File: src/pu_pkg.sv
package pu_pkg;

    // address layout is {k, i, j}
    localparam int PER_DIMENSION_WIDTH = 5;
    localparam int ADDRESS_WIDTH = 3 * PER_DIMENSION_WIDTH;

    // one link per direct neighbor in the lattice
    localparam int NEIGHBOR_COUNT = 4;

    // the min tree is padded up to a power of two
    localparam int MIN_TREE_LEAVES = 1 << $clog2(NEIGHBOR_COUNT);
    localparam int MIN_TREE_NODES = 2 * MIN_TREE_LEAVES - 1;

    localparam int BOUNDARY_WIDTH = 2;
    localparam int CODE_DISTANCE_Z = 5; // z boundary sits on j == 0 and j == d - 1

    localparam int STAGE_WIDTH = 3;

    typedef logic [ADDRESS_WIDTH-1:0] address_t;
    typedef logic [BOUNDARY_WIDTH-1:0] boundary_count_t;

    // grow steps until the boundary is reached
    localparam boundary_count_t BOUNDARY_COST_Z = 2'd2;
    localparam boundary_count_t BOUNDARY_COST_UD = 2'd2;

    // stage encoding shared by the whole decoder array
    typedef enum logic [STAGE_WIDTH-1:0] {
        STAGE_IDLE                = 3'd0,
        STAGE_SPREAD_CLUSTER      = 3'd1,
        STAGE_GROW_BOUNDARY       = 3'd2,
        STAGE_SYNC_IS_ODD_CLUSTER = 3'd3,
        STAGE_MEASUREMENT_LOADING = 3'd4
    } stage_t;

endpackage

File: src/boundary_tracker.sv
`timescale 1ns/1ns

module boundary_tracker #(
    parameter int I = 0,
    parameter int J = 0,
    parameter int K = 0
) (
    input  logic clk,
    input  logic reset,
    input  logic in_loading,
    input  logic entering_grow,
    input  logic is_odd_cluster,
    output logic boundary_reached
);
    import pu_pkg::*;

    logic has_boundary_z;
    logic has_boundary_ud;
    logic grow_step;        // one step per grow stage of an odd cluster

    boundary_count_t count_z;
    boundary_count_t count_ud;

    // fixed by position in the lattice
    assign has_boundary_z = (J == 0) || (J == CODE_DISTANCE_Z - 1);
    assign has_boundary_ud = (K == 0); // bottom measurement round

    assign grow_step = entering_grow && is_odd_cluster;

    always_ff @(posedge clk) begin
        if (reset || in_loading) begin
            count_z <= '0;
            count_ud <= '0;
        end else if (grow_step) begin
            if (has_boundary_z && (count_z < BOUNDARY_COST_Z)) begin
                count_z <= count_z + 2'd1;
            end
            if (has_boundary_ud && (count_ud < BOUNDARY_COST_UD)) begin
                count_ud <= count_ud + 2'd1;
            end
        end
    end

    assign boundary_reached = (has_boundary_z && (count_z == BOUNDARY_COST_Z))
        || (has_boundary_ud && (count_ud == BOUNDARY_COST_UD));

    // counters saturate and stay at zero without a boundary
    a_counters_bounded: assert property (
        @(posedge clk) disable iff (reset)
        (count_z <= BOUNDARY_COST_Z) && (count_ud <= BOUNDARY_COST_UD)
        && (has_boundary_z || count_z == '0)
        && (has_boundary_ud || count_ud == '0)
    ) else $error("boundary counter out of range at (%0d,%0d,%0d)", I, J, K);

endmodule

File: src/cluster_state.sv
`timescale 1ns/1ns

module cluster_state #(
    parameter int I = 0,
    parameter int J = 0,
    parameter int K = 0
) (
    input  logic                                           clk,
    input  logic                                           reset,
    input  logic                                           in_loading,
    input  logic                                           in_spread,
    input  logic                                           in_sync,
    input  logic                                           entering_sync,
    input  logic                                           entering_grow,
    input  logic                                           init_is_error_syndrome,
    input  pu_pkg::address_t                               new_root,
    input  logic                                           any_accepted,
    input  logic                                           boundary_reached,
    input  pu_pkg::address_t [pu_pkg::NEIGHBOR_COUNT-1:0] spread_out_old_roots,
    output pu_pkg::address_t                               old_root,
    output pu_pkg::address_t                               updated_root,
    output logic                                           is_error_syndrome,
    output logic                                           is_odd_cluster,
    output logic                                           is_touching_boundary,
    output logic                                           neighbor_increase,
    output logic                                           union_out_valid,
    output pu_pkg::address_t [pu_pkg::NEIGHBOR_COUNT-1:0] union_out_old_roots,
    output pu_pkg::address_t [pu_pkg::NEIGHBOR_COUNT-1:0] union_out_updated_roots
);
    import pu_pkg::*;

    address_t address;
    logic self_odd;         // we are an odd root clear of any boundary
    logic root_changed;
    logic sync_broadcast;

    assign address = {
        PER_DIMENSION_WIDTH'(K),
        PER_DIMENSION_WIDTH'(I),
        PER_DIMENSION_WIDTH'(J)
    };

    assign self_odd = (address == updated_root)
        && !is_touching_boundary
        && is_error_syndrome;

    assign root_changed = (new_root != updated_root);

    always_ff @(posedge clk) begin
        if (reset) begin
            old_root <= address;
            updated_root <= address;
            is_error_syndrome <= 1'b0;
            is_odd_cluster <= 1'b0;
            is_touching_boundary <= 1'b0;
        end else if (in_loading) begin
            old_root <= address;
            updated_root <= address;
            is_error_syndrome <= init_is_error_syndrome;
            is_odd_cluster <= init_is_error_syndrome; // single node cluster
            is_touching_boundary <= 1'b0;
        end else if (in_spread) begin
            updated_root <= new_root;
            if (boundary_reached) begin
                is_touching_boundary <= 1'b1;
            end
        end else if (in_sync) begin
            if (entering_sync) begin
                // only the root seeds the flag, members learn it by broadcast
                is_odd_cluster <= self_odd;
                old_root <= updated_root;
            end else if (any_accepted) begin
                is_odd_cluster <= 1'b1;
            end
        end
    end

    // forward the flag once, on the cycle it first turns on
    assign sync_broadcast = in_sync
        && (entering_sync ? self_odd : (any_accepted && !is_odd_cluster));

    assign union_out_valid = (in_spread && root_changed) || sync_broadcast;

    for (genvar n = 0; n < NEIGHBOR_COUNT; n++) begin : g_out
        assign union_out_old_roots[n] = sync_broadcast ? updated_root
                                                       : spread_out_old_roots[n];
        assign union_out_updated_roots[n] = sync_broadcast ? updated_root : new_root;
    end

    assign neighbor_increase = entering_grow && is_odd_cluster; // one pulse per grow

    // root can only fall below our own address, never rise above it
    a_root_below_address: assert property (
        @(posedge clk) disable iff (reset)
        updated_root <= address
    ) else $error("updated root %0h above own address %0h", updated_root, address);

endmodule

File: src/processing_unit.sv
`timescale 1ns/1ns

module processing_unit #(
    parameter int I = 0,
    parameter int J = 0,
    parameter int K = 0
) (
    input  logic                                           clk,
    input  logic                                           reset,
    input  pu_pkg::stage_t                                 stage_in,
    input  logic                                           init_is_error_syndrome,
    input  logic [pu_pkg::NEIGHBOR_COUNT-1:0]             neighbor_is_fully_grown,
    input  pu_pkg::address_t [pu_pkg::NEIGHBOR_COUNT-1:0] neighbor_old_roots,
    input  logic [pu_pkg::NEIGHBOR_COUNT-1:0]             union_in_valid,
    input  pu_pkg::address_t [pu_pkg::NEIGHBOR_COUNT-1:0] union_in_old_roots,
    input  pu_pkg::address_t [pu_pkg::NEIGHBOR_COUNT-1:0] union_in_updated_roots,
    output logic                                           neighbor_increase,
    output logic                                           union_out_valid,
    output pu_pkg::address_t [pu_pkg::NEIGHBOR_COUNT-1:0] union_out_old_roots,
    output pu_pkg::address_t [pu_pkg::NEIGHBOR_COUNT-1:0] union_out_updated_roots,
    output pu_pkg::address_t                               old_root,
    output pu_pkg::address_t                               updated_root,
    output logic                                           is_error_syndrome,
    output logic                                           is_odd_cluster,
    output logic                                           is_touching_boundary,
    output logic                                           is_busy
);
    import pu_pkg::*;

    stage_t stage;
    logic in_spread;
    logic in_sync;
    logic entering_grow;
    logic entering_sync;
    logic in_loading;
    logic any_accepted;
    logic boundary_reached;
    address_t new_root;
    address_t [NEIGHBOR_COUNT-1:0] spread_out_old_roots;

    // each coordinate has to fit its field of the address
    if ((I >= (1 << PER_DIMENSION_WIDTH)) || (J >= (1 << PER_DIMENSION_WIDTH))
            || (K >= (1 << PER_DIMENSION_WIDTH))) begin : g_bad_coordinate
        $error("coordinate (%0d,%0d,%0d) does not fit the address", I, J, K);
    end

    stage_tracker u_stage_tracker (
        .clk           (clk),
        .reset         (reset),
        .stage_in      (stage_in),
        .stage         (stage),
        .in_spread     (in_spread),
        .in_sync       (in_sync),
        .entering_grow (entering_grow),
        .entering_sync (entering_sync),
        .in_loading    (in_loading)
    );

    root_election u_root_election (
        .old_root                (old_root),
        .updated_root            (updated_root),
        .neighbor_old_roots      (neighbor_old_roots),
        .union_in_old_roots      (union_in_old_roots),
        .union_in_updated_roots  (union_in_updated_roots),
        .neighbor_is_fully_grown (neighbor_is_fully_grown),
        .union_in_valid          (union_in_valid),
        .new_root                (new_root),
        .any_accepted            (any_accepted),
        .spread_out_old_roots    (spread_out_old_roots)
    );

    boundary_tracker #(.I(I), .J(J), .K(K)) u_boundary_tracker (
        .clk              (clk),
        .reset            (reset),
        .in_loading       (in_loading),
        .entering_grow    (entering_grow),
        .is_odd_cluster   (is_odd_cluster),
        .boundary_reached (boundary_reached)
    );

    cluster_state #(.I(I), .J(J), .K(K)) u_cluster_state (
        .clk                     (clk),
        .reset                   (reset),
        .in_loading              (in_loading),
        .in_spread               (in_spread),
        .in_sync                 (in_sync),
        .entering_sync           (entering_sync),
        .entering_grow           (entering_grow),
        .init_is_error_syndrome  (init_is_error_syndrome),
        .new_root                (new_root),
        .any_accepted            (any_accepted),
        .boundary_reached        (boundary_reached),
        .spread_out_old_roots    (spread_out_old_roots),
        .old_root                (old_root),
        .updated_root            (updated_root),
        .is_error_syndrome       (is_error_syndrome),
        .is_odd_cluster          (is_odd_cluster),
        .is_touching_boundary    (is_touching_boundary),
        .neighbor_increase       (neighbor_increase),
        .union_out_valid         (union_out_valid),
        .union_out_old_roots     (union_out_old_roots),
        .union_out_updated_roots (union_out_updated_roots)
    );

    assign is_busy = union_out_valid || (|union_in_valid); // traffic still in flight

    // outputs to neighbors only move in the stages that own them
    a_union_stage: assert property (
        @(posedge clk) disable iff (reset)
        union_out_valid |-> (stage inside {STAGE_SPREAD_CLUSTER, STAGE_SYNC_IS_ODD_CLUSTER})
    ) else $error("union message outside spread or sync");

    a_increase_stage: assert property (
        @(posedge clk) disable iff (reset)
        neighbor_increase |-> (stage == STAGE_GROW_BOUNDARY)
    ) else $error("neighbor_increase outside grow stage");

endmodule

File: src/root_election.sv
`timescale 1ns/1ns

module root_election (
    input  pu_pkg::address_t                               old_root,
    input  pu_pkg::address_t                               updated_root,
    input  pu_pkg::address_t [pu_pkg::NEIGHBOR_COUNT-1:0] neighbor_old_roots,
    input  pu_pkg::address_t [pu_pkg::NEIGHBOR_COUNT-1:0] union_in_old_roots,
    input  pu_pkg::address_t [pu_pkg::NEIGHBOR_COUNT-1:0] union_in_updated_roots,
    input  logic [pu_pkg::NEIGHBOR_COUNT-1:0]             neighbor_is_fully_grown,
    input  logic [pu_pkg::NEIGHBOR_COUNT-1:0]             union_in_valid,
    output pu_pkg::address_t                               new_root,
    output logic                                           any_accepted,
    output pu_pkg::address_t [pu_pkg::NEIGHBOR_COUNT-1:0] spread_out_old_roots
);
    import pu_pkg::*;

    logic [NEIGHBOR_COUNT-1:0] accepted;        // message addressed to our cluster
    logic [NEIGHBOR_COUNT-1:0] candidate_valid;
    address_t [NEIGHBOR_COUNT-1:0] candidate;
    logic elected_is_min;   // nothing valid sits below the winner

    // heap ordered min tree with node 0 as its root
    // leaves start at MIN_TREE_LEAVES - 1
    address_t tree [MIN_TREE_NODES];

    for (genvar n = 0; n < NEIGHBOR_COUNT; n++) begin : g_link
        // mismatching old root means the message belongs to another cluster
        assign accepted[n] = union_in_valid[n]
            && (union_in_old_roots[n] == old_root);

        assign candidate_valid[n] = accepted[n] || neighbor_is_fully_grown[n];

        // a fresh message wins over the link's stale root
        assign candidate[n] = accepted[n] ? union_in_updated_roots[n]
                                          : neighbor_old_roots[n];

        // tell grown neighbors which cluster they used to be part of
        assign spread_out_old_roots[n] = neighbor_is_fully_grown[n]
            ? neighbor_old_roots[n]
            : old_root;
    end

    assign any_accepted = |accepted;

    // invalid and padding leaves fall back to our own updated root
    for (genvar l = 0; l < MIN_TREE_LEAVES; l++) begin : g_leaf
        if (l < NEIGHBOR_COUNT) begin : g_used
            assign tree[MIN_TREE_LEAVES - 1 + l] = candidate_valid[l]
                ? candidate[l]
                : updated_root;
        end else begin : g_pad
            assign tree[MIN_TREE_LEAVES - 1 + l] = updated_root;
        end
    end

    for (genvar t = 0; t < MIN_TREE_LEAVES - 1; t++) begin : g_node
        assign tree[t] = (tree[2 * t + 1] <= tree[2 * t + 2])
            ? tree[2 * t + 1]
            : tree[2 * t + 2];
    end

    // own updated root always takes part, even with every link valid
    assign new_root = (tree[0] <= updated_root) ? tree[0] : updated_root;

    // roots only ever move downward and the tree keeps the smallest candidate
    always_comb begin
        elected_is_min = 1'b1;
        if (new_root > updated_root) begin
            elected_is_min = 1'b0;
        end
        for (int c = 0; c < NEIGHBOR_COUNT; c++) begin
            if (candidate_valid[c] && (candidate[c] < new_root)) begin
                elected_is_min = 1'b0;
            end
        end
        a_root_is_minimum: assert final (elected_is_min)
            else $error("elected root %0h is not the smallest candidate", new_root);
    end

endmodule

File: src/stage_tracker.sv
`timescale 1ns/1ns

module stage_tracker (
    input  logic           clk,
    input  logic           reset,
    input  pu_pkg::stage_t stage_in,
    output pu_pkg::stage_t stage,
    output logic           in_spread,
    output logic           in_sync,
    output logic           entering_grow,
    output logic           entering_sync,
    output logic           in_loading
);
    import pu_pkg::*;

    stage_t last_stage; // stage seen one cycle earlier

    always_ff @(posedge clk) begin
        if (reset) begin
            stage <= STAGE_IDLE;
            last_stage <= STAGE_IDLE;
        end else begin
            stage <= stage_in;
            // loading forgets history so the next stage always counts as new
            if (stage == STAGE_MEASUREMENT_LOADING) begin
                last_stage <= STAGE_IDLE;
            end else begin
                last_stage <= stage;
            end
        end
    end

    assign in_spread = (stage == STAGE_SPREAD_CLUSTER);
    assign in_sync = (stage == STAGE_SYNC_IS_ODD_CLUSTER);
    assign in_loading = (stage == STAGE_MEASUREMENT_LOADING);

    // entry strobes, high only in the first cycle of a stage
    assign entering_grow = (stage == STAGE_GROW_BOUNDARY)
        && (last_stage != STAGE_GROW_BOUNDARY);
    assign entering_sync = (stage == STAGE_SYNC_IS_ODD_CLUSTER)
        && (last_stage != STAGE_SYNC_IS_ODD_CLUSTER);

    // controller must only ever send one of the five defined stages
    a_stage_in_legal: assert property (
        @(posedge clk) disable iff (reset)
        !$isunknown(stage_in) && (stage_in inside {
            STAGE_IDLE,
            STAGE_SPREAD_CLUSTER,
            STAGE_GROW_BOUNDARY,
            STAGE_SYNC_IS_ODD_CLUSTER,
            STAGE_MEASUREMENT_LOADING
        })
    ) else $error("illegal stage_in value %0d", stage_in);

endmodule

File: config.mk
export PLATFORM = sky130hd
export DESIGN_NAME = processing_unit
export DESIGN_NICKNAME = d
export VERILOG_FILES = /design/src/pu_pkg.sv /design/src/boundary_tracker.sv /design/src/cluster_state.sv /design/src/processing_unit.sv /design/src/root_election.sv /design/src/stage_tracker.sv
export SDC_FILE = /design/constraint.sdc
export NUM_CORES = 1
export LEC_CHECK = 0
export ABC_CLOCK_PERIOD_IN_PS = 11000
export BUFFER_PORTS_ARGS = -buffer_cell sky130_fd_sc_hd__buf_4
export CORE_ASPECT_RATIO = 0.5
export CORE_UTILIZATION = 49
export CTS_CLUSTER_DIAMETER = 30
export DETAILED_ROUTE_END_ITERATION = 8
export GPL_TIMING_DRIVEN = 0
export PLACE_DENSITY_LB_ADDON = 0.05
export SYNTH_ARGS = -nofsm -noshare
export SYNTH_HDL_FRONTEND = slang
export SYNTH_SLANG_ARGS = --single-unit
export TNS_END_PERCENT = 5
File: constraint.sdc
create_clock -name clk -period 11 [get_ports clk]
set_input_delay 1.1 -clock clk [delete_from_list [all_inputs] [get_ports clk]]
set_output_delay 1.1 -clock clk [all_outputs]
set_load 0.02 [all_outputs]
Word level (Yosys, flattened, before mapping)
Index checks and enable logic that the tools add are counted.
{"block": "word_totals", "register_bits": 43, "latchBits": 0, "ram_bits": 0, "mem_bits_ro": 0, "in_bits": 194, "output_inout_bits": 156, "wordCells": 92, "n_memories": 0}
{"block": "op_classes", "n_addsub": 2, "mul": 0, "n_div": 0, "magnitude_cmp": 6, "n_eq_ne": 14, "n_shift": 0, "n_mux": 27, "n_bitwise": 1, "n_reduce_logical": 33}
{"op": "$mux 15", "count": 21}
{"op": "$eq 15x15->1", "count": 4}
{"op": "$le 15x15->1", "count": 4}
{"op": "$logic_not 15->1", "count": 1}
{"op": "$ne 15x15->1", "count": 1}
{"op": "$logic_and 1x1->1", "count": 12}
{"op": "$logic_or 1x1->1", "count": 8}
{"op": "$reduce_or 4->1", "count": 2}
{"op": "$eq 3x2->1 const B", "count": 2}
{"op": "$mux 1", "count": 6}
{"op": "$ne 3x2->1 const B", "count": 2}
{"op": "$reduce_and 2->1", "count": 3}
{"op": "$reduce_and 3->1", "count": 2}
{"op": "$add 2x1->2 const B", "count": 2}
{"op": "$eq 2x2->1 const B", "count": 2}
{"op": "$lt 2x2->1 const B", "count": 2}
{"op": "$eq 3x1->1 const B", "count": 1}
{"op": "$eq 3x3->1 const B", "count": 1}
{"op": "$reduce_bool 3->1", "count": 1}
{"op": "$logic_not 1->1", "count": 2}
{"op": "$ne 2x2->1 const B", "count": 1}
{"op": "$reduce_bool 2->1", "count": 1}
{"op": "$reduce_or 2->1", "count": 1}
{"op": "$not 1->1", "count": 1}

Logic depth before layout (Yosys ltp)
Gate-level depths: netlist of the first run.
{"block": "logic_depth", "word_depth": 14, "ltp_mapped": 43, "mapped_depth_nobuf": 36}

Cells and area by module
From an unflattened synthesis of the first run, not the netlist that was laid out.
{"block": "hier_totals", "cells_unflattened": 1089, "hier_area_um2": 7716.2}
{"mod": "root_election", "instances": 1, "cells_per_inst": 725, "area_per_inst_um2": 4780.8, "seq_area_each_um2": 0.0}
{"mod": "cluster_state", "instances": 1, "cells_per_inst": 319, "area_per_inst_um2": 2489.9, "seq_area_each_um2": 660.6}
{"mod": "boundary_tracker", "instances": 1, "cells_per_inst": 22, "area_per_inst_um2": 217.7, "seq_area_each_um2": 80.1}
{"mod": "stage_tracker", "instances": 1, "cells_per_inst": 20, "area_per_inst_um2": 215.2, "seq_area_each_um2": 120.1}
{"mod": "processing_unit", "instances": 1, "cells_per_inst": 3, "area_per_inst_um2": 12.5, "seq_area_each_um2": 0.0}

Worst setup path after synthesis of the first run
OpenSTA, ideal clock, no wires.
{"block": "synth_timing", "path_kind": "in2out", "from": "input union_in_old_roots[38] in the netlist's numbering", "to": "output union_out_updated_roots[20] in the netlist's numbering", "arrival_ps": 9217, "t_required_ps": 9900, "path_slack_ps": 683, "stages": 38, "n_path_buf": 7, "path_cell_list": "xnor2_2 > nand4_1 > or4_4 > clkbuf_1 > clkbuf_1 > o21ai_0 > inv_1 > ha_1 > nand4_1 > nor4_1 > a21oi_1 > maj3_2 > a22oi_4 > buf_6 > mux2_2 > ha_1 > and3_1 > a221o_1 > (+2 left out) > o21a_1 > clkbuf_1 > clkbuf_1 > nor2_1 > a31oi_1 > ha_1 > o21a_1 > o21a_1 > o21a_1 > o21a_1 > o21ai_0 > a21o_1 > a2111o_1 > a21oi_1 > clkbuf_1 > nor2_1 > o21ai_0 > buf_4"}
{"item": "start: declaration", "line_no": "processing_unit.sv:15", "rtl": "input pu_pkg::address_t [pu_pkg::NEIGHBOR_COUNT-1:0] union_in_old_roots,"}
{"item": "end: declaration", "line_no": "processing_unit.sv:20", "rtl": "output pu_pkg::address_t [pu_pkg::NEIGHBOR_COUNT-1:0] union_out_updated_roots,"}

Final worst setup path of the first run
{"block": "layout_timing", "from": "input union_in_old_roots[36] in the netlist's numbering", "to": "output is_busy"}
{"block": "layout_between", "elab_chain_len": 14, "word_cells_on_any_way": 19, "classes_between": "order compare: 3; eq/ne: 2; mux: 6; reduce/logical: 8"}
{"item": "$eq 15x15->1 (*)", "line_no": "root_election.sv:29", "rtl": "&& (union_in_old_roots[n] == old_root);"}
{"item": "$logic_and 1x1->1 (*)", "line_no": "root_election.sv:29"}
{"item": "$mux 15 / $logic_or 1x1->1 (equally long branches)", "line_no": "root_election.sv:34, root_election.sv:31"}
{"item": "$mux 15", "line_no": "root_election.sv:49", "rtl": "? candidate[l]"}
{"item": "$le 15x15->1", "line_no": "root_election.sv:57", "rtl": "assign tree[t] = (tree[2 * t + 1] <= tree[2 * t + 2])"}
{"item": "$mux 15", "line_no": "root_election.sv:58", "rtl": "? tree[2 * t + 1]"}
{"item": "$le 15x15->1", "line_no": "root_election.sv:57"}
{"item": "$mux 15", "line_no": "root_election.sv:58"}
{"item": "$le 15x15->1", "line_no": "root_election.sv:63", "rtl": "assign new_root = (tree[0] <= updated_root) ? tree[0] : updated_root;"}
{"item": "$mux 15", "line_no": "root_election.sv:63"}
{"item": "$ne 15x15->1", "line_no": "cluster_state.sv:47", "rtl": "assign root_changed = (new_root != updated_root);"}
{"item": "$logic_and 1x1->1", "line_no": "cluster_state.sv:82", "rtl": "assign union_out_valid = (in_spread && root_changed) || sync_broadcast;"}
{"item": "$logic_or 1x1->1 (*)", "line_no": "cluster_state.sv:82"}
{"item": "$logic_or 1x1->1 (*)", "line_no": "processing_unit.sv:105", "rtl": "assign is_busy = union_out_valid || (|union_in_valid);"}
{"item": "end: declaration", "line_no": "processing_unit.sv:26", "rtl": "output logic is_busy"}
Mark *: on every way between the ends. The rest lies on a longest branch, timed or not.

==> results of run 1 <==
-- Yosys cell counts, types with 20 or more instances --
master	n	area share, %
o211ai_1	56	5.7
o21ai_0	71	4.8
mux2_2	20	3.1
buf_4	53	5.4
dfxtp_1	43	12
nand2b_1	59	5.0
inv_1	47	2.4
xnor2_1	62	7.4
mux2i_1	36	4.9
ha_1	61	10
nand4_1	35	3.0
a31oi_1	57	4.8
nand2_1	105	5.3
clkbuf_1	57	2.9
a21oi_1	65	4.4
nor2_1	94	4.8
-- state kept, by name (all words and copies together), names as in the netlist --
signal,count
u_boundary_tracker.count_ud,2
u_boundary_tracker.count_z,2
u_cluster_state.is_error_syndrome,1
u_cluster_state.is_odd_cluster,1
u_cluster_state.is_touching_boundary,1
u_cluster_state.old_root,15
u_cluster_state.updated_root,15
u_stage_tracker.last_stage,3
u_stage_tracker.stage,3
-- final timing paths --
check	to	from	depth (start not counted)
setup reg to reg	u_cluster_state.updated_root[10]$_SDFFE_PP0P_	u_cluster_state.old_root[4]$_SDFFE_PP0P_	36
hold reg to reg	u_boundary_tracker.count_ud[1]$_SDFFE_PP0P_	u_boundary_tracker.count_ud[1]$_SDFFE_PP0P_	2
setup / recovery	is_busy	union_in_old_roots[36]	37
hold / removal	u_boundary_tracker.count_ud[1]$_SDFFE_PP0P_	u_boundary_tracker.count_ud[1]$_SDFFE_PP0P_	2
-- worst max-delay path, delay by kind of cell --
family / cells / cell delay, ps
compound gates: 16 / 3550
xor+xnor: 1 / 260
fa+ha+maj: 4 / 1280
buf+inv: 7 / 1230
mux: 1 / 360
simple gates: 8 / 2170
-- area by class of cell --
class / count / area (um2)
well taps: 198 / 248
diodes: 1 / 2.50
multi-input cells: 839 / 5790
flip-flops and latches: 43 / 861
fillers: 1139 / 3930
plain buffers: 120 / 727
repair buffers: 355 / 2670
inverters: 57 / 214
clock buffers: 5 / 125
clock inverters: 3 / 23.8
-- power groups by stage --
stage	combinational, uW	sequential, uW	clock (uW)
floorplan	1090	180	0
global placement	1680	179	0
detailed placement	1720	179	0
CTS	1770	176	149
global route	1970	178	157
finish	1900	179	155
-- layer usage --
layer  global-route usage, %  vias up  share of wire, %
met5                       0        -                 0
met4                    18.9        0               5.8
met3                    22.1      296                18
met2                    78.7     1144                40
met1                    64.9     5045                36
li1                        -     4455                 -
-- metrics by stage --
step | instance area (um2) | cells | worst slack (ps) | power, uW | hold WS, ps
after floorplan | 7380 | 1061 | 683 | 1270 | 458
after global placement | 10200 | 1605 | -1010 | 1860 | 464
after detailed placement | 10200 | 1605 | -1190 | 1890 | 468
after CTS | 10500 | 1612 | 73.3 | 2090 | 508
after global routing | 10700 | 1620 | -159 | 2310 | 545
final | 10700 | 1621 | -72.1 | 2240 | 534
-- cells by family (layout without fill, tap and decap cells) --
kind of cell / count (synthesis) / after routing
AOI/OAI and AO/OA: 297 / 297
xor gates and xnor gates: 69 / 69
adders and majority gates: 62 / 62
buffers and inverters: 179 / 540
DFF: 43 / 43
muxes: 57 / 57
other: 0 / 1
and+or+nand+nor: 354 / 354
-- repair_timing --
item / in CTS / in global routing
setup buffers: 1 / 8
endpoints found under the setup margin: 62 / 62
pin swaps: 1 / 7
cloned: 0 / 0
resized for setup: 32 / 47
==> flow_results.org, run 1 <==
** CTS
- Worst skew pair latency :: 300 ps
- TritonCTS built the clock tree.
- In this run the deepest clock path goes through 2 buffers.
- Hold repair after CTS inserted 0 buffers.
- CTS buffer count :: 5
- Clock transition time at the flip-flop clock pins of the worst setup and hold paths :: 70 ps
- Clk root buf :: clkbuf_16
- CTS H-Tree Depth :: 2
- The tree built by TritonCTS fans out to 43 sinks.

** Power and ir drop
- Sw Pwr :: 1140 uW
- For this design the static power due to leakage is 0.00501 uW.
- Of the total power, combinational logic draws 85.1%.
- Share of total power consumed by net switching :: 51.1%
- Of the total power, registers draw 8.0%.
- Pwr per Cell Area :: 210 nW/um2
- Clock share of power :: 6.9%
- Internal power :: 1100 uW
- Largest voltage drop on the vdd net :: 224 uV

** Synth
- Post-synth EDFFs :: 0
- Post-synthesis share of cell area spent on full adders, half adders and majority gates :: 10.5%
- Of the total synthesized cell area, the portion taken by AND, OR, NAND and NOR gates is 23.4%.
- In this run, distinct cell masters in the synthesized netlist total 58.
- Post-synthesis instance area :: 7380 um2
- The synthesized netlist devotes 25.1% of its cell area to compound gates.
- Among all flip-flop cells after synthesis, the most frequent one is dfxtp_1.
- Of the post-synthesis cell area, the part taken by muxes is 8.14%.
- Post-synthesis average cell area :: 6.95 um2
- Area share of xor/xnor cells in the synthesized design :: 8.90%
- When the netlist entered floorplanning its net count stood at 1316.
- Share of flip-flops with an asynchronous set or reset after synthesis :: 0%
- By area, the combinational part of the netlist is dominated by compound AO/OA/AOI/OAI gates.
- In the synthesized netlist, the number of instances is 1061.
- Total of flip-flops plus latches after synthesis :: 43
- Register area share after synthesis :: 11.7%
- Yosys Warn Count :: 0

** Cells and area
- Most common library cell in the layout ignoring fill and taps :: buf_4
- Util after Layout :: 73.1%
- Final net count :: 1676
- Cells with a size suffix above 1 make up 35.4% of the layout.
- The area growth from synthesis to layout is 44.4%.
- The library cells used most frequently in the layout, excluding fill and tap cells, are buf_4, nand2_1, nor2_1, a21oi_1, ha_1.

** STA
- Timing would allow up to 0.0903 GHz.
- Worst max-slew margin expressed relative to the limit :: 30.1%
- Final cycle utilization of the critical path :: 101%
- Clock Skew :: 10.5 ps
- At the pin with the least slew margin, the transition time is 1050 ps.
- Max-slew violations :: 0
- Setup slack on the critical path of the routed design comes to -72.1 ps.
- Hold violation count in the final report :: 0
- Fin Setup TNS :: -72.1 ps
- For the finished layout, the period the worst path requires is 11070 ps.
- Setup violations remaining at the end of the flow were counted as 1.

** Drt
- After detailed routing, the number of remaining DRC violations is 0.
- For this block, the initial DRC count from the detailed router was 2194.
- In the routed layout, each cell is associated on average with a via count of 6.75.
- First-pass detailed-route iteration total :: 7
- The final route contains 10.9k vias.
- Routed wire length per instance :: 27.2 um
- In this run the remaining antenna-violating nets after routing total 0.
- The final layout contains routed wiring with a total length of 44100 um.

** Global routing
- Entering global routing, the biggest net connects 16 pins.
- Global-route wire length before repair :: 59100 um
- The number of antenna violations at the first check in global routing was 1.
- Via count of the first global-routing pass :: 9740
- After global routing the overflow that remains totals 0.
- In the global route stage, overall resource usage came out at 51.6%.

** Critical path
- The largest single stage delay on the critical path is 650 ps.
- The critical path is of the in2out type.
- Critical path's slowest cell :: or4_4
- CP Data Arrival Time :: 9970 ps
- STA classifies the critical path endpoint as an output port.
- Data on the critical path is required at its endpoint by 9900 ps.
- For flop-to-flop paths, the worst setup slack is 1790 ps.
- Among the stages of the critical path, the cell type that occurs most often is o21a_1.
- CP Launch Type :: input pin
- Along the worst path, the maximum fanout reaches 10.

** Die
- The floorplan step set the die width to 176 um.
- In this run the standard cell core region covers 14600 um2.
- The floorplan step defined a die boundary enclosing 15600 um2.
- Boundary Pins :: 350
- The die is 88.8 um tall.
- For this configuration, the core starts out at a cell density of 50.6%.
- Row count :: 31

** Placement
- The count of buffers added on input and output ports is 346.
- Placed wire-length estimate :: 33400 um
- The congestion estimate from routability-driven global placement came to 1.13.

** Flow run
- Maximum Capacitance Violations :: 0

** Worst hold path
- Worst hold path type :: reg2reg

** Outcome
- The run finished, with violations left.
- The checks that failed: negative setup slack.
(Power assumes the default switching activity.)
==> inputs of run 2 (changes only) <==
CORE_UTILIZATION = 45   (was 49)
RECOVER_POWER = 100   (was not set)
==> run 2 against run 1 <==
Effect of this change:
- the flow now finishes without violations
- via count decreased by 7.3%
- maximum frequency rose by 3.5%
- hold slack worse by 57 ps
- combinational power down 8%
- worst setup slack improved by 380 ps
- first-iteration DRC count shrank 39%
- sequential cell count unchanged
- count of clock-buffer cells in the layout did not move
==> flow_results.org, run 2 (same netlist as run 1, synthesis figures left out) <==
** Placement
- Placed wire-length estimate :: 32200 um
- Final GP Congestion :: 1.10
- Count of buffers from port buffering :: 346

** CTS
- Clock transition time at the flip-flop clock pins of the worst setup and hold paths :: 60 ps
- The tree is rooted in a clkbuf_16.
- Counting the buffers created by CTS gives 5.
- TritonCTS built the clock tree.
- The clock drives 43 sinks.
- CTS H-Tree Depth :: 2
- Number of buffers inserted for hold repair after clock tree synthesis :: 0
- Worst skew pair latency :: 280 ps
- Clock Tree Buf Depth :: 2

** STA
- RSZ-0062 raised after global routing :: false
- The worst pin sits at a relative slew slack of 34.6%.
- For this run, the top clock speed supported by timing is 0.0935 GHz.
- Max-slew violations :: 0
- Across the routed clock network, the largest skew measured is 6.00 ps.
- Final cycle utilization of the critical path :: 97.2%
- The number of failing hold endpoints at the final stage came to 0.
- At the pin with the least slew margin, the transition time is 979 ps.
- Final hold analysis gives a worst-case slack of 477 ps.
- Setup violations remaining at the end of the flow were counted as 0.
- Final critical-path required period :: 10700 ps

** Die
- Row count :: 32
- The die covers 16900 um2.
- From left edge to right edge, the die measures 183 um.
- Core Footprint :: 15700 um2
- The die is 92.5 um tall.
- Initial core utilization :: 47.0%
- Pin placement for this block handled 350 I/O pins.

** Critical path
- The slowest stage of the critical path is the or4_1 cell.
- Endpoint required time on the critical path :: 9900 ps
- Counting both buffers and inverters, the worst setup path holds a total of 7.
- Worst-path maximum fanout :: 10
- Peak per-stage delay on the critical path :: 550 ps
- Top Family by Delay on Critical Path :: compound AO/OA/AOI/OAI gates
- Dominant cell type by count on the critical path :: o21a_1
- By startpoint and endpoint, the worst setup path is classified as in2out.
- At the worst endpoint, the arrival time is 9600 ps.
- Worst R2R Setup Slack :: 2150 ps
- Capturing element type of the critical path :: output port
- STA classifies the critical path startpoint as an input pin.

** Drt
- Dividing the detail-routed via count by the number of cells gives 6.19.
- Post-Route WL :: 39200 um
- Antenna viol nets, final :: 0
- Number of remaining DRC errors :: 0
- Violation count after the first detailed-route iteration :: 1337
- In the final routed layout, each cell accounts on average for 24.0 um.
- The pre-antenna-repair detailed-routing pass consisted of 7 iterations.
- Total via count in the routed design :: 10.1k

** Power and ir drop
- Share of total power consumed by net switching :: 52.5%
- The internal power of the cells totals 979 uW.
- In this run, the clock network consumes 7.0% of the power.
- Proportion of power drawn by combinational gates :: 84.4%
- Largest voltage drop on the vdd net :: 180 uV
- For this design the total switching power over the nets is 1080 uW.
- Lkg Pwr :: 0.00453 uW
- Total Power Consumption :: 2060 uW
- Proportion of power drawn by flip-flops and latches :: 8.6%
- In this run the power density over the cells is 202 nW/um2.

** Cells and area
- Largest registers in the final layout :: u_cluster_state.old_root: 15 flops, u_cluster_state.updated_root: 15 flops
- The repair_antennas step left the layout with diodes totalling 0.
- Filler cell count :: 1532
- Fraction of final layout cells sized beyond drive strength 1 :: 26.9%
- Most common library cell in the layout ignoring fill and taps :: buf_4
- Growth of design area from synthesis to finish :: 38.2%
- Final net count :: 1671
- Area of all sequential standard cells :: 861 um2
- The library cells used most frequently in the layout, excluding fill and tap cells, are buf_4, clkbuf_1, nand2_1, nor2_1, a21oi_1.
- Summing all multi-input logic gate instances after layout gives 5800 um2.

** Global routing
- The number of antenna violations at the first check in global routing was 2.
- Maximum number of pins on one net before global-route repair :: 15
- Summed over all layers, the global routing overflow is 0.
- The via count of the first global-routing pass was 9260.
- Global-route wire length before repair :: 55600 um
- Global routing consumed, over all layers together, 44.1% of the routing resources.

** Outcome
- Run status :: finished clean

** Flow run
- Maximum Capacitance Violations :: 0

** Worst hold path
- The worst hold path belongs to the class reg2reg.
-- run 2: changes by cell type in the layout (fill, tap and decap cells not counted), sizes merged --
| cell | previous run | this run |
|---|---|---|
| buf | 425 | 275 |
| clkbuf | 55 | 200 |
| clkinv | 10 | 11 |
| diode | 1 | 0 |
| inv | 48 | 47 |
-- run 2: power groups by stage --
| stage | clock, uW | sequential, uW | combinational (uW) |
|---|---|---|---|
| floorplan | 0 | 180 | 1090 |
| global placement | 0 | 179 | 1680 |
| detailed placement | 0 | 179 | 1710 |
| CTS | 144 | 176 | 1740 |
| global route | 153 | 177 | 1820 |
| finish | 145 | 177 | 1740 |
-- run 2: what timing repair did --
action                                  in CTS  in global routing
endpoints found under the setup margin      62                 62
buffers inserted                             0                  6
pin swaps                                    0                  5
gates resized for setup                     18                 67
hold endpoints to repair                     0                  0
-- run 2: routing by layer --
| metal | vias to the layer above | GRT usage (%) | wire [um] |
|---|---|---|---|
| met5 | - | 0 | 117 |
| met1 | 4754 | 58.1 | 15300 |
| li1 | 4449 | - | - |
| met3 | 142 | 17.4 | 6200 |
| met4 | 6 | 11.6 | 1470 |
| met2 | 787 | 66.4 | 16200 |
-- run 2: path summary, 6_finish.rpt --
check | startpoint | endpoint | cells past startpoint
hold / removal | u_cluster_state.is_error_syndrome$_SDFFE_PP0P_ | u_cluster_state.is_error_syndrome$_SDFFE_PP0P_ | 2
hold reg to reg | u_cluster_state.is_error_syndrome$_SDFFE_PP0P_ | u_cluster_state.is_error_syndrome$_SDFFE_PP0P_ | 2
setup / recovery | union_in_old_roots[53] | union_out_updated_roots[30] | 39
setup reg to reg | u_cluster_state.old_root[2]$_SDFFE_PP0P_ | u_cluster_state.updated_root[9]$_SDFFE_PP0P_ | 37
-- run 2: final cells by class --
cell class,instances,area share (%)
flip-flops and latches,43,8.44
clock buffers,5,1.23
clock inverters,3,0.196
multi-input cells,839,56.8
inverters,57,2.10
repair buffers,352,21.5
plain buffers,118,6.99
well taps,221,2.71
-- run 2: worst register-to-register path, delay by kind of cell (launching register included) --
family | cells | cell delay, ps
buffers and inverters | 5 | 1190
flip-flops | 1 | 320
XOR/XNOR | 1 | 200
adder cells (fa/ha/maj) | 4 | 1310
multiplexers | 3 | 1130
AND/OR/NAND/NOR | 8 | 1730
AO/OA/AOI/OAI | 16 | 2860
-- run 2: through the flow --
stage | area [um2] | cells | utilization, % | setup TNS, ps | setup slack [ps]
floorplan | 7380 | 1061 | - | 0 | 683
global placement | 10300 | 1628 | 65.3 | -44720 | -908
finish | 10200 | 1638 | 65.0 | 0 | 303
detailed placement | 10300 | 1628 | 65.3 | -53730 | -1070
CTS | 10400 | 1635 | 66.6 | 0 | 27.6
global route | 10200 | 1638 | 65.0 | 0 | 32.6
==> inputs of run 3 (changes only) <==
ABC_CLOCK_PERIOD_IN_PS = 12900   (was 11000)
clock period = 12.9 ns   (was 11 ns; I/O delays follow)
==> run 3 against run 2 <==
Effect of this change:
- sequential cell count stayed put
- sequential power down 15%
- routed wire length decreased by 0.56%
- critical path type unchanged
- largest cell class unchanged
- largest power group unchanged
==> flow_results.org, run 3 (same netlist as run 1, synthesis figures left out) <==
** Outcome
- Run status :: finished clean

** Critical path
- Grouping stages by cell kind, the critical path spends the most delay in compound AO/OA/AOI/OAI gates.
- Number of cells on the worst reg-to-reg path :: 38
- STA classifies the critical path startpoint as an input pin.
- Critical path's slowest cell :: or4_1
- For this run, the slowest stage of the critical path takes 700 ps.
- Capturing element type of the critical path :: output port
- For the worst setup path, the data required time is 11610 ps.
- Capture point of the worst path :: union_out_updated_roots[54]
- WP buf/inv :: 9
- Data on the critical path arrives at its endpoint at 11150 ps.
- Worst-path maximum fanout :: 10
- The worst register-to-register path begins at u_cluster_state.old_root[4]$_SDFFE_PP0P_.
- In this run the critical register-to-register path is captured at u_cluster_state.updated_root[9]$_SDFFE_PP0P_.
- The critical path runs through a total of 40 cells.
- CP startpoint :: union_in_old_roots[19]
- Category of the critical setup timing path :: in2out
- Dominant cell type by count on the critical path :: o21a_1
- The setup check on the worst reg-to-reg path leaves a slack of 2730 ps.

** Power and ir drop
- Net switching is 54.0% of the power.
- Clock share of power :: 7.5%
- Combinational cells account for 83.5% of the total power.
- Internal power :: 766 uW
- Sequential cells account for 9.1% of the total power.
- Dividing total power by cell area gives a power density of 168 nW/um2.
- The worst-case IR drop observed on VDD is 149 uV.
- In this run the static leakage power is 0.00438 uW.
- The analysis attributes to net switching a power of 901 uW.

** CTS
- CTS sink count :: 43
- CTS buffer count :: 5
- Buffers added to address setup during post-CTS repair amount to 0.
- Counting along the longest clock path gives a buffer depth of 2.
- The tree is rooted in a clkbuf_16.
- After clock tree synthesis, the clock-pin slew on the worst setup and hold paths is 60 ps.
- TritonCTS built the clock tree.
- In this run the number of H-tree levels came out at 2.
- Number of buffers inserted for hold repair after clock tree synthesis :: 0
- Clock latency on the worst-skew pair, taken at its later pin, is 290 ps.

** Global routing
- The via count of the first global-routing pass is 9247.
- Initial antenna violation count :: 1
- For this run the aggregate overflow at the end of global routing stands at 0.
- Maximum number of pins on one net before global-route repair :: 15
- The first global-routing pass estimated 55600 um of wire.
- For this run, the total global-route usage over all layers was measured as 44.1%.

** STA
- Max-slew violations :: 0
- For the pin with the worst max-slew slack, the measured transition is 955 ps.
- Final critical-path required period :: 12440 ps
- Worst max-slew margin expressed relative to the limit :: 36.2%
- Hold violation count in the final report :: 0
- Clock Skew :: 5.41 ps
- Setup violations remaining at the end of the flow were counted as 0.
- RSZ-0062 raised after global routing :: false
- Fin Setup TNS :: 0 ps
- Max Freq :: 0.0804 GHz
- Final cycle utilization of the critical path :: 96.4%

** Drt
- Routed wire length per instance :: 23.8 um
- Violation count after the first detailed-route iteration :: 1274
- The routed design has 39000 um of wire.
- Summing over every cut layer, the via total after detailed routing is 10.1k.
- Number of remaining DRC errors :: 0
- In this run the remaining antenna-violating nets after routing total 0.
- Drt via density :: 6.15
- First-pass detailed-route iteration total :: 8

** Die
- Boundary Pins :: 350
- The die covers 16900 um2.
- Die Y :: 92.5 um
- Die span in x :: 183 um
- Row count :: 32
- Initial core utilization :: 47.0%
- Core Footprint :: 15700 um2

** Worst hold path
- Worst hold path type :: reg2reg

** Cells and area
- At the end of the flow the core is filled with cells to 63.1%.
- The library cell used most frequently in the layout, excluding fill and tap cells, is buf_4.
- Fraction of final layout cells sized beyond drive strength 1 :: 23.2%
- The filler cells instantiated in the layout total 1590.
- Final net count :: 1669
- From synthesis to final layout, the design area changed by 34.2%.
- In the final layout, the registers with the most flip-flops are u_cluster_state.old_root: 15 flops, u_cluster_state.updated_root: 15 flops.
- Commonest cells after routing, fill and taps aside :: buf_4, clkbuf_1, nand2_1, nor2_1, o21ai_0

** Placement
- The count of buffers added on input and output ports is 346.
- The congestion estimate from routability-driven global placement came to 1.10.
- Once detailed placement completed, the half-perimeter wirelength came to 32200 um.

** Flow run
- Maximum Capacitance Violations :: 0
-- run 3: how the worst min path moves through the flow --
| stage | from | to | slack (ps) | cells after the start |
|---|---|---|---|---|
| after CTS | u_cluster_state.is_error_syndrome$_SDFFE_PP0P_ | u_cluster_state.is_error_syndrome$_SDFFE_PP0P_ | 480 | 2 |
| after detailed placement | u_cluster_state.is_error_syndrome$_SDFFE_PP0P_ | u_cluster_state.is_error_syndrome$_SDFFE_PP0P_ | 470 | 2 |
| after floorplan | u_boundary_tracker.count_ud[0]$_SDFFE_PP0P_ | u_boundary_tracker.count_ud[0]$_SDFFE_PP0P_ | 460 | 2 |
| final | u_cluster_state.is_error_syndrome$_SDFFE_PP0P_ | u_cluster_state.is_error_syndrome$_SDFFE_PP0P_ | 480 | 2 |
| after global placement | u_boundary_tracker.count_z[0]$_SDFFE_PP0P_ | u_boundary_tracker.count_z[0]$_SDFFE_PP0P_ | 460 | 2 |
| after global routing | u_cluster_state.is_error_syndrome$_SDFFE_PP0P_ | u_cluster_state.is_error_syndrome$_SDFFE_PP0P_ | 500 | 2 |
-- run 3: layout make-up --
cell class	count	area, um2	share of cell area [%]
timing repair buffer	346	2090	21.1
clock inverter	3	20.0	0.202
inverter	57	214	2.16
buffer	122	697	7.04
multi-input combinational	839	5620	56.7
sequential	43	861	8.70
tap	221	277	2.79
clock buffer	5	125	1.26
antenna	1	2.50	0.0253
-- run 3: timing repair --
action | CTS | global route
resized for setup | 0 | 7
hold endpoints to repair | 0 | 0
setup endpoints to repair | 0 | 49
-- run 3: layer usage --
layer	track usage (%)	part of all wire (%)	vias up
met5	0	0.031	-
met4	12.5	3.5	2
met3	18.0	16	142
met2	65.8	41	820
met1	57.8	39	4658
li1	-	-	4443
-- run 3: through the flow --
step                      power [uW]  hold slack [ps]  setup WS, ps  cells  cell area [um2]
after global placement          1590              465           612   1628            10300
after global routing            1750              495          40.8   1636             9900
after detailed placement        1610              467           445   1628            10300
final                           1670              477           462   1637             9900
after floorplan                 1090              458          2200   1061             7380
after CTS                       1740              480           407   1636            10400
-- run 3: power groups by stage --
stage	logic (uW)	clock network, uW	registers [uW]
final	1390	124	151
after global routing	1470	131	151
after CTS	1460	123	150
after detailed placement	1460	0	153
after global placement	1430	0	152
after floorplan	932	0	154
-- run 3: worst reg2reg max path: cells and delay by family (launching register included) --
family / cells / cell delay, ps
adders and majority gates: 3 / 900
DFF: 1 / 360
xor gates and xnor gates: 1 / 200
muxes: 2 / 840
buffers and inverters: 7 / 2100
AOI/OAI and AO/OA: 18 / 3860
and+or+nand+nor: 7 / 1770
